## src/uart_greeter_pkg.sv

```systemverilog
package uart_greeter_pkg;

	// ------------------------------
	// External bus
	// ------------------------------

	// One data word as carried on the bus
	typedef logic [31:0] bus_word_t;

	// Single bus access
	// Write flag on top, then address, then write data
	typedef struct packed {
		logic        write;
		logic [31:0] addr;
		bus_word_t   wdata;
	} bus_cmd_t;

	// ------------------------------
	// Sequencer to driver commands
	// ------------------------------

	// What the driver is asked to do
	typedef enum logic {
		send_byte  = 1'b0,
		fetch_word = 1'b1
	} uart_cmd_kind_t;

	// Byte is used by send_byte, address by fetch_word
	typedef struct packed {
		uart_cmd_kind_t kind;
		logic [7:0]     data;
		logic [31:0]    addr;
	} uart_cmd_t;

	// 16550 register map, offsets from the UART base
	localparam logic [31:0] uart_thr_offset = 32'h0000_0000;
	localparam logic [31:0] uart_lsr_offset = 32'h0000_0014;

	// Transmit holding register empty flag in LSR
	localparam int uart_lsr_thre_bit = 5;

	// Hex digits printed per 32-bit word
	localparam int hex_digit_count = 8;

endpackage

```

## src/board_panel.sv

```systemverilog
`timescale 1ns/10ps

module board_panel #(
	parameter int DEBOUNCE_DIV    = 1250000,
	parameter int HEARTBEAT_WIDTH = 26
) (
	input  logic       FPGA_CLK1_50,
	input  logic       master_reset,
	input  logic [1:0] KEY,
	output logic [1:0] keys_down,
	output logic       heartbeat
);

	// Divider needs at least one bit even for a divide of one
	localparam int div_width = (DEBOUNCE_DIV > 1) ? $clog2(DEBOUNCE_DIV) : 1;

	logic [div_width-1:0]       div_cnt;
	logic                       sample_tick;
	logic [1:0]                 sample_new;
	logic [1:0]                 sample_old;
	logic [HEARTBEAT_WIDTH-1:0] beat_cnt;

	// ------------------------------
	// Sample divider
	// ------------------------------

	// One tick every DEBOUNCE_DIV cycles
	assign sample_tick = (div_cnt == div_width'(DEBOUNCE_DIV - 1));

	always_ff @(posedge FPGA_CLK1_50 or posedge master_reset) begin
		if (master_reset) begin
			div_cnt <= '0;
		end else if (sample_tick) begin
			div_cnt <= '0;
		end else begin
			div_cnt <= div_cnt + 1'b1;
		end
	end

	// ------------------------------
	// Key debounce
	// ------------------------------

	// Keys are active low, samples hold pressed as 1
	always_ff @(posedge FPGA_CLK1_50 or posedge master_reset) begin
		if (master_reset) begin
			sample_new <= '0;
			sample_old <= '0;
			keys_down  <= '0;
		end else begin
			if (sample_tick) begin
				sample_old <= sample_new;
				sample_new <= ~KEY;
			end
			// Follow the samples when both agree, otherwise hold
			keys_down <= (sample_new & sample_old) | (keys_down & (sample_new | sample_old));
		end
	end

	// Free-running heartbeat, top bit drives the LED
	always_ff @(posedge FPGA_CLK1_50 or posedge master_reset) begin
		if (master_reset) begin
			beat_cnt <= '0;
		end else begin
			beat_cnt <= beat_cnt + 1'b1;
		end
	end

	assign heartbeat = beat_cnt[HEARTBEAT_WIDTH-1];

endmodule

```

## src/bus_master.sv

```systemverilog
`timescale 1ns/10ps

module bus_master (
	input  logic                        FPGA_CLK1_50,
	input  logic                        master_reset,
	input  logic                        acc_start,
	input  uart_greeter_pkg::bus_cmd_t  acc_cmd,
	input  logic                        bus_ack,
	input  uart_greeter_pkg::bus_word_t bus_rdata,
	output logic                        acc_done,
	output uart_greeter_pkg::bus_word_t acc_rdata,
	output logic                        bus_req,
	output uart_greeter_pkg::bus_cmd_t  bus_cmd
);

	typedef enum logic [1:0] {
		st_idle,
		st_req,
		st_ack_low
	} state_t;

	state_t state;

	// ------------------------------
	// Four-phase handshake
	// ------------------------------

	always_ff @(posedge FPGA_CLK1_50 or posedge master_reset) begin
		if (master_reset) begin
			state    <= st_idle;
			bus_req  <= 1'b0;
			acc_done <= 1'b0;
		end else begin
			acc_done <= 1'b0;
			case (state)
				st_idle: begin
					if (acc_start) begin
						bus_req <= 1'b1;
						state   <= st_req;
					end
				end
				// Hold request until the responder answers
				st_req: begin
					if (bus_ack) begin
						bus_req <= 1'b0;
						state   <= st_ack_low;
					end
				end
				// Done only once ack is seen low again
				default: begin
					if (!bus_ack) begin
						acc_done <= 1'b1;
						state    <= st_idle;
					end
				end
			endcase
		end
	end

	// Command stays put for the whole transfer
	always_ff @(posedge FPGA_CLK1_50) begin
		if (state == st_idle && acc_start) begin
			bus_cmd <= acc_cmd;
		end
		// Read data valid while ack is high
		if (state == st_req && bus_ack) begin
			acc_rdata <= bus_rdata;
		end
	end

endmodule

```

## src/hps_uart_driver.sv

```systemverilog
`timescale 1ns/10ps

module hps_uart_driver #(
	parameter logic [31:0] UART_BASE_ADDR = 32'hFFC02000
) (
	input  logic                        FPGA_CLK1_50,
	input  logic                        master_reset,
	input  logic                        uart_req,
	input  uart_greeter_pkg::uart_cmd_t uart_cmd,
	input  logic                        bus_ack,
	input  uart_greeter_pkg::bus_word_t bus_rdata,
	output logic                        uart_ack,
	output uart_greeter_pkg::bus_word_t uart_rdata,
	output logic                        bus_req,
	output uart_greeter_pkg::bus_cmd_t  bus_cmd
);

	localparam logic [31:0] lsr_addr = UART_BASE_ADDR + uart_greeter_pkg::uart_lsr_offset;
	localparam logic [31:0] thr_addr = UART_BASE_ADDR + uart_greeter_pkg::uart_thr_offset;

	typedef enum logic [2:0] {
		st_idle,
		st_poll,
		st_write,
		st_fetch,
		st_ack
	} state_t;

	state_t                      state;
	uart_greeter_pkg::uart_cmd_t cmd_q;
	logic                        acc_start;
	uart_greeter_pkg::bus_cmd_t  acc_cmd;
	logic                        acc_done;
	uart_greeter_pkg::bus_word_t acc_rdata;

	// ------------------------------
	// Command FSM
	// ------------------------------

	// acc_start pulses in the first cycle of each access state
	always_ff @(posedge FPGA_CLK1_50 or posedge master_reset) begin
		if (master_reset) begin
			state     <= st_idle;
			acc_start <= 1'b0;
			uart_ack  <= 1'b0;
		end else begin
			acc_start <= 1'b0;
			case (state)
				st_idle: begin
					if (uart_req) begin
						acc_start <= 1'b1;
						state     <= (uart_cmd.kind == uart_greeter_pkg::send_byte) ?
						             st_poll : st_fetch;
					end
				end
				// Keep reading LSR until THRE is set
				st_poll: begin
					if (acc_done) begin
						acc_start <= 1'b1;
						if (acc_rdata[uart_greeter_pkg::uart_lsr_thre_bit]) begin
							state <= st_write;
						end
					end
				end
				st_write, st_fetch: begin
					if (acc_done) begin
						uart_ack <= 1'b1;
						state    <= st_ack;
					end
				end
				// Close the exchange once the sequencer lets go
				default: begin
					if (!uart_req) begin
						uart_ack <= 1'b0;
						state    <= st_idle;
					end
				end
			endcase
		end
	end

	// Command and fetched word
	always_ff @(posedge FPGA_CLK1_50) begin
		if (state == st_idle && uart_req) begin
			cmd_q <= uart_cmd;
		end
		if (state == st_fetch && acc_done) begin
			uart_rdata <= acc_rdata;
		end
	end

	// Access follows the state it is started in
	always_comb begin
		acc_cmd.write = 1'b0;
		acc_cmd.addr  = lsr_addr;
		acc_cmd.wdata = '0;
		case (state)
			st_write: begin
				acc_cmd.write = 1'b1;
				acc_cmd.addr  = thr_addr;
				acc_cmd.wdata = {24'h000000, cmd_q.data};
			end
			st_fetch: acc_cmd.addr = cmd_q.addr;
			default:  acc_cmd.addr = lsr_addr;
		endcase
	end

	bus_master u_bus_master (
		.FPGA_CLK1_50 (FPGA_CLK1_50),
		.master_reset (master_reset),
		.acc_start    (acc_start),
		.acc_cmd      (acc_cmd),
		.bus_ack      (bus_ack),
		.bus_rdata    (bus_rdata),
		.acc_done     (acc_done),
		.acc_rdata    (acc_rdata),
		.bus_req      (bus_req),
		.bus_cmd      (bus_cmd)
	);

endmodule

```

## src/message_sequencer.sv

```systemverilog
`timescale 1ns/10ps

module message_sequencer #(
	parameter logic [31:0] VERSION_ADDR = 32'hFFC020F8
) (
	input  logic                        FPGA_CLK1_50,
	input  logic                        master_reset,
	input  logic                        start_key,
	input  logic                        uart_ack,
	input  uart_greeter_pkg::bus_word_t uart_rdata,
	output logic                        uart_req,
	output uart_greeter_pkg::uart_cmd_t uart_cmd
);

	localparam logic [7:0] ascii_cr = 8'h0d;
	localparam logic [7:0] ascii_lf = 8'h0a;

	// Greeting, its line end and the address prefix in one string
	localparam int text_len = 38;
	localparam logic [8*text_len-1:0] text_rom = {
		"Hello from the FPGA side", ascii_cr, ascii_lf, "0xffc020f8: "
	};

	typedef enum logic [2:0] {
		st_idle,
		st_release,
		st_text,
		st_fetch,
		st_hex,
		st_tail
	} state_t;

	state_t      state;
	logic [5:0]  char_cnt;
	logic [31:0] version_q;
	logic [3:0]  nibble;
	logic [7:0]  hex_char;

	// ------------------------------
	// Message FSM
	// ------------------------------

	// Counter runs down, highest index is sent first
	always_ff @(posedge FPGA_CLK1_50 or posedge master_reset) begin
		if (master_reset) begin
			state    <= st_idle;
			uart_req <= 1'b0;
			char_cnt <= '0;
		end else begin
			case (state)
				// Wait for press
				st_idle: begin
					if (start_key) begin
						state <= st_release;
					end
				end
				// Wait for release, then start on the greeting
				st_release: begin
					if (!start_key) begin
						state    <= st_text;
						char_cnt <= 6'(text_len - 1);
					end
				end
				// Text, fetch, hex and tail all share the handshake
				default: begin
					if (!uart_req && !uart_ack) begin
						// Previous exchange fully closed
						uart_req <= 1'b1;
					end else if (uart_req && uart_ack) begin
						uart_req <= 1'b0;
						if (char_cnt != '0) begin
							char_cnt <= char_cnt - 1'b1;
						end else begin
							case (state)
								// Single fetch follows the text, counter already at zero
								st_text: state <= st_fetch;
								st_fetch: begin
									state    <= st_hex;
									char_cnt <= 6'(uart_greeter_pkg::hex_digit_count - 1);
								end
								// CR then LF
								st_hex: begin
									state    <= st_tail;
									char_cnt <= 6'd1;
								end
								default: state <= st_idle;
							endcase
						end
					end
				end
			endcase
		end
	end

	// Version word arrives with the fetch ack
	always_ff @(posedge FPGA_CLK1_50) begin
		if (state == st_fetch && uart_req && uart_ack) begin
			version_q <= uart_rdata;
		end
	end

	// ------------------------------
	// Command build
	// ------------------------------

	always_comb begin
		// Current nibble, most significant digit at count 7
		nibble = version_q[4*char_cnt[2:0] +: 4];
		// Lower-case hex, 'a' minus ten is 0x57
		hex_char = (nibble < 4'd10) ? (8'h30 + nibble) : (8'h57 + nibble);

		uart_cmd.kind = uart_greeter_pkg::send_byte;
		// Address only matters for the fetch
		uart_cmd.addr = VERSION_ADDR;
		uart_cmd.data = 8'h00;
		case (state)
			st_text:  uart_cmd.data = text_rom[8*char_cnt +: 8];
			st_fetch: uart_cmd.kind = uart_greeter_pkg::fetch_word;
			st_hex:   uart_cmd.data = hex_char;
			st_tail:  uart_cmd.data = char_cnt[0] ? ascii_cr : ascii_lf;
			default:  uart_cmd.data = 8'h00;
		endcase
	end

endmodule

```

## src/uart_greeter.sv

```systemverilog
`timescale 1ns/10ps

module uart_greeter #(
	parameter logic [31:0] UART_BASE_ADDR  = 32'hFFC02000,
	parameter logic [31:0] VERSION_ADDR    = 32'hFFC020F8,
	parameter int          DEBOUNCE_DIV    = 1250000,
	parameter int          HEARTBEAT_WIDTH = 26
) (
	input  logic                        FPGA_CLK1_50,
	input  logic                        master_reset,
	input  logic [1:0]                  KEY,
	input  logic                        bus_ack,
	input  uart_greeter_pkg::bus_word_t bus_rdata,
	output logic [7:0]                  LED,
	output logic                        bus_req,
	output uart_greeter_pkg::bus_cmd_t  bus_cmd
);

	logic [1:0]                  keys_down;
	logic                        heartbeat;
	logic                        uart_req;
	logic                        uart_ack;
	uart_greeter_pkg::uart_cmd_t uart_cmd;
	uart_greeter_pkg::bus_word_t uart_rdata;

	// Keys and heartbeat
	board_panel #(
		.DEBOUNCE_DIV    (DEBOUNCE_DIV),
		.HEARTBEAT_WIDTH (HEARTBEAT_WIDTH)
	) u_panel (
		.FPGA_CLK1_50 (FPGA_CLK1_50),
		.master_reset (master_reset),
		.KEY          (KEY),
		.keys_down    (keys_down),
		.heartbeat    (heartbeat)
	);

	// LED 7 blinks, 1 and 0 follow the keys
	assign LED = {heartbeat, 5'b00000, keys_down};

	// KEY[0] starts the message
	message_sequencer #(
		.VERSION_ADDR (VERSION_ADDR)
	) u_sequencer (
		.FPGA_CLK1_50 (FPGA_CLK1_50),
		.master_reset (master_reset),
		.start_key    (keys_down[0]),
		.uart_ack     (uart_ack),
		.uart_rdata   (uart_rdata),
		.uart_req     (uart_req),
		.uart_cmd     (uart_cmd)
	);

	hps_uart_driver #(
		.UART_BASE_ADDR (UART_BASE_ADDR)
	) u_driver (
		.FPGA_CLK1_50 (FPGA_CLK1_50),
		.master_reset (master_reset),
		.uart_req     (uart_req),
		.uart_cmd     (uart_cmd),
		.bus_ack      (bus_ack),
		.bus_rdata    (bus_rdata),
		.uart_ack     (uart_ack),
		.uart_rdata   (uart_rdata),
		.bus_req      (bus_req),
		.bus_cmd      (bus_cmd)
	);

endmodule

```

## config.mk

```make
export PLATFORM = sky130hd
export DESIGN_NAME = uart_greeter
export DESIGN_NICKNAME = d
export VERILOG_FILES = /design/src/uart_greeter_pkg.sv /design/src/board_panel.sv /design/src/bus_master.sv /design/src/hps_uart_driver.sv /design/src/message_sequencer.sv /design/src/uart_greeter.sv
export SDC_FILE = /design/constraint.sdc
export NUM_CORES = 1
export LEC_CHECK = 0
export ABC_CLOCK_PERIOD_IN_PS = 4700
export BUFFER_PORTS_ARGS = -buffer_cell sky130_fd_sc_hd__buf_2
export CAP_MARGIN = 20
export CORE_ASPECT_RATIO = 0.7
export CORE_UTILIZATION = 55
export CTS_CLUSTER_DIAMETER = 120
export DETAILED_ROUTE_END_ITERATION = 6
export GPL_TIMING_DRIVEN = 1
export PLACE_DENSITY = 0.81
export SYNTH_ARGS = -nofsm -noshare
export SYNTH_HDL_FRONTEND = slang
export SYNTH_HIERARCHICAL = 1
export SYNTH_SLANG_ARGS = --single-unit
```

## constraint.sdc

```tcl
create_clock -name FPGA_CLK1_50 -period 4.7 [get_ports FPGA_CLK1_50]
set_input_delay 0.705 -clock FPGA_CLK1_50 [delete_from_list [all_inputs] [get_ports FPGA_CLK1_50]]
set_output_delay 0.705 -clock FPGA_CLK1_50 [all_outputs]
set_load 0.01 [all_outputs]
```

==> results.py <==
metrics = {
    "critical_path": {
        "critical_path_class": "flop to flop",
        "slowest_stage": "dfrtp_1",
        "slowest_delay_ps": 880,
        "required_ps": 4960,
        "cp.depth": 8,
        "path_delay_family": "flip-flops",
        "endpoint": "u_driver/cmd_q[33]",
        "rr_startpoint": "u_sequencer/char_cnt[1]",
        "reg2reg_depth": 8,
        "cp-start-kind": "flop",
        "critical_path.cell_chain": "inv_2 > ha_1 > o21ai_0 > o21ai_0 > mux4_2 > nor2_1 > a211oi_1 > or3_1",
        "crit_buf_inv": 1,
        "cp_common_cell": "o21ai_0",
        "cp-end-kind": "flop",
        "r2r_end": "u_driver/cmd_q[33]",
        "cp_max_fo": 22,
        "startpoint": "u_sequencer/char_cnt[1]",
        "reg2reg_setup_slack_ps": 1700,
        "crit_arrival_ps": 3260,
    },
    "synthesis": {
        "ys_async_sr_fraction_pct": 26.4,
        "synth_area_leaders": "edfxtp_1 54%, dfrtp_1 16%, buf_4 2.8%",
        "yosysTopAreaCell": "edfxtp_1",
        "synth_top_area_share_pct": 54.2,
        "avgSynthCellArea_um2": 14.5,
        "synth_edf_count": 201,
        "synthFlopType": "edfxtp_1",
        "syn_area_um2": 11100,
        "netlist_top_cells_count": "201 x edfxtp_1, 72 x dfrtp_1, 42 x buf_4, 41 x nand2_1, 38 x nor2_1",
        "synth-seq-cells": 273,
        "synth_most_common_cell": "edfxtp_1",
        "synth_cell_types": 71,
        "ys.warnings.count": 6,
        "yosysSeqAreaShare_pct": 70.3,
        "synth_cells": 767,
    },
    "clock_tree": {
        "post_cts_resized": 0,
        "numCtsBuffers": 26,
        "tritoncts": "yes",
        "ctsHoldBuffers": 0,
        "postCtsSetupBuffers": 0,
        "clkTransAtPathRegs_ps": 70,
        "cts_num_sinks": 273,
        "clock_tree.root_cell": "clkbuf_16",
        "cts_max_level": 1,
        "clockBufferDepth": 3,
        "clkLatencyLatePin_ps": 520,
    },
    "flow_run": {
        "cap_violations": 0,
    },
    "routing": {
        "post_drt_wl_per_cell_um": 14.4,
        "dr.pass1.iters": 5,
        "drtAntennaViolNets": 0,
        "finalWirelength_mm": 17.2,
        "viasPerCell": 5.09,
        "drt_iter0_drc": 450,
        "drc": 0,
        "vias": 6047,
    },
    "finish": {
        "finish.net_count": 946,
        "syn_to_final_growth_pct": 14.0,
        "diodes": 0,
        "instances_no_fill": 1188,
        "drive_gt1_share_pct": 21.8,
    },
    "timing": {
        "fin_crit_sh_pct": 63.9,
        "hold_viol_final": 0,
        "slew_viol_final": 0,
        "clock_skew_ps": 13.3,
        "setup_viol": 0,
        "finalCriticalPeriod_ps": 3000,
        "timing.fmax_ghz": 0.333,
        "rsz0062_at_grt": "false",
        "worst_slew_margin_rel_pct": 30.8,
        "worst_pin_slew_ps": 1040,
        "finalSetupTns_ps": 0,
    },
    "place": {
        "portBuffers": 105,
        "gp_congestion": 0.882,
        "place_hpwl_mm": 11.1,
        "dp.cells": 1138,
    },
    "global_routing": {
        "globalRouteOverflowTotal": 0,
        "top_usage_layer": "met2",
        "gr-usage-met3_pct": 3.52,
        "grt_pass1_wl_mm": 27.8,
        "grt_pass1_vias": 5635,
        "gr-usage-met1_pct": 24.7,
        "antenna_found_initial": 0,
        "grt_usage_pct": 17.0,
        "grt_start_max_net_pins": 54,
        "globalRouteMet2Util_pct": 26.0,
    },
    "pwr": {
        "peakVddDrop_v": 0.000383,
        "power_density_nw_per_um2": 368,
        "p_leak_nw": 4.91,
    },
    "floorplanning": {
        "die_x_um": 172,
        "initial_core_util_pct": 56.1,
        "die_area_um2": 20800,
        "io_pins": 111,
        "fp.coreArea_um2": 19900,
        "fp-row-count": 43,
        "die_h_um": 121,
    },
    "hold_path": {
        "hp-class": "primary input to asynchronous set/reset pin",
    },
    "outcome": {
        "run_status": "completed",
    },
}
[flip-flops by register name (all words and copies together), names as in the netlist, 6 cells and up]
name	count
u_sequencer/version_q	32
u_driver/cmd_q	40
u_driver/u_bus_master/bus_cmd	65
u_panel/beat_cnt	26
u_sequencer/char_cnt	6
u_driver/uart_rdata	32
u_driver/u_bus_master/acc_rdata	32
u_panel/div_cnt	21
[cell type report]
| class | instances | area, um2 |
|---|---|---|
| Inverter | 31 | 116 |
| Multi-Input combinational cell | 455 | 2960 |
| Sequential cell | 273 | 7840 |
| Clock inverter | 15 | 158 |
| Clock buffer | 33 | 708 |
| Timing Repair Buffer | 111 | 596 |
| Fill cell | 1439 | 7140 |
| Tap cell | 270 | 338 |
[metal layers]
layer  up-vias  wire, um
met5         -         0
met4         0       360
met3        28      1020
met2       183      7700
met1      2886      8070
li1       2950         -
[placed cells by master, fill, tap and decap left out, types with 4 or more instances in the layout]
cell type    n
mux4_2       5
inv_2        5
o22ai_1      4
xor2_1      25
or4_1        4
and3_1      20
clkbuf_16   27
a21oi_1     21
buf_4        4
xnor2_1     18
and2_1       5
inv_1       26
mux2i_1     15
nor2b_1     12
nand2_1     41
buf_2      105
nand2b_1    16
nand3_1     22
nor4_1       4
a211oi_1     4
edfxtp_1   201
a2111oi_2    4
dfrtp_1     72
nor3_1      17
nand4_1      5
clkinv_2     4
o21ai_0     23
and2_2       9
conb_1      62
ha_1        11
a31oi_1      5
nor2_1      36
clkbuf_1     5
o21ai_1      6
[power by group]
part	switching, mW	internal, mW	total, mW
sequential	0.0000000000000000624	2.57	2.57
clock	0.837	1.23	2.07
combinational	0.0245	0.0124	0.0369
[worst min path at each step]
stage                                                   start                        endpoint  slack [ps]  cells past startpoint
after CTS                                        master_reset  u_driver/u_bus_master/state[0]         120                      2
final                                            master_reset  u_driver/u_bus_master/state[0]         130                      2
after floorplan            u_driver/u_bus_master/acc_rdata[0]          u_driver/uart_rdata[0]         400                      0
after global placement                 u_driver/uart_rdata[3]        u_sequencer/version_q[3]         400                      0
after global routing                             master_reset  u_driver/u_bus_master/state[0]         120                      2
after detailed placement  u_driver/u_bus_master/acc_rdata[10]         u_driver/uart_rdata[10]         400                      0
[metrics by stage]
stage | total power, mW | setup slack [ps] | instance area [um2] | hold slack (ps) | util [%]
2_1_floorplan | 2.66 | 1070 | 11400 | 400 | -
3_3_place_gp | 2.66 | 1760 | 11800 | 403 | 59.5
3_5_place_dp | 2.66 | 1730 | 11800 | 405 | 59.5
4_1_cts | 4.73 | 1720 | 12700 | 119 | 63.8
5_1_grt | 4.83 | 1490 | 12700 | 123 | 64.0
6_report | 4.68 | 1700 | 12700 | 133 | 64.0
[kinds of logic (layout without fill, tap and decap cells)]
family	after synthesis	in the layout	synth area share (%)
AO/OA/AOI/OAI	90	90	5.40
XOR/XNOR	43	43	3.38
adder cells (fa/ha/maj)	13	13	1.41
buffers and inverters	97	190	5.26
flip-flops	273	273	70.3
multiplexers	23	23	2.66
other	4	62	0.135
AND/OR/NAND/NOR	224	224	11.4
Power figures use the tool's default switching activity.
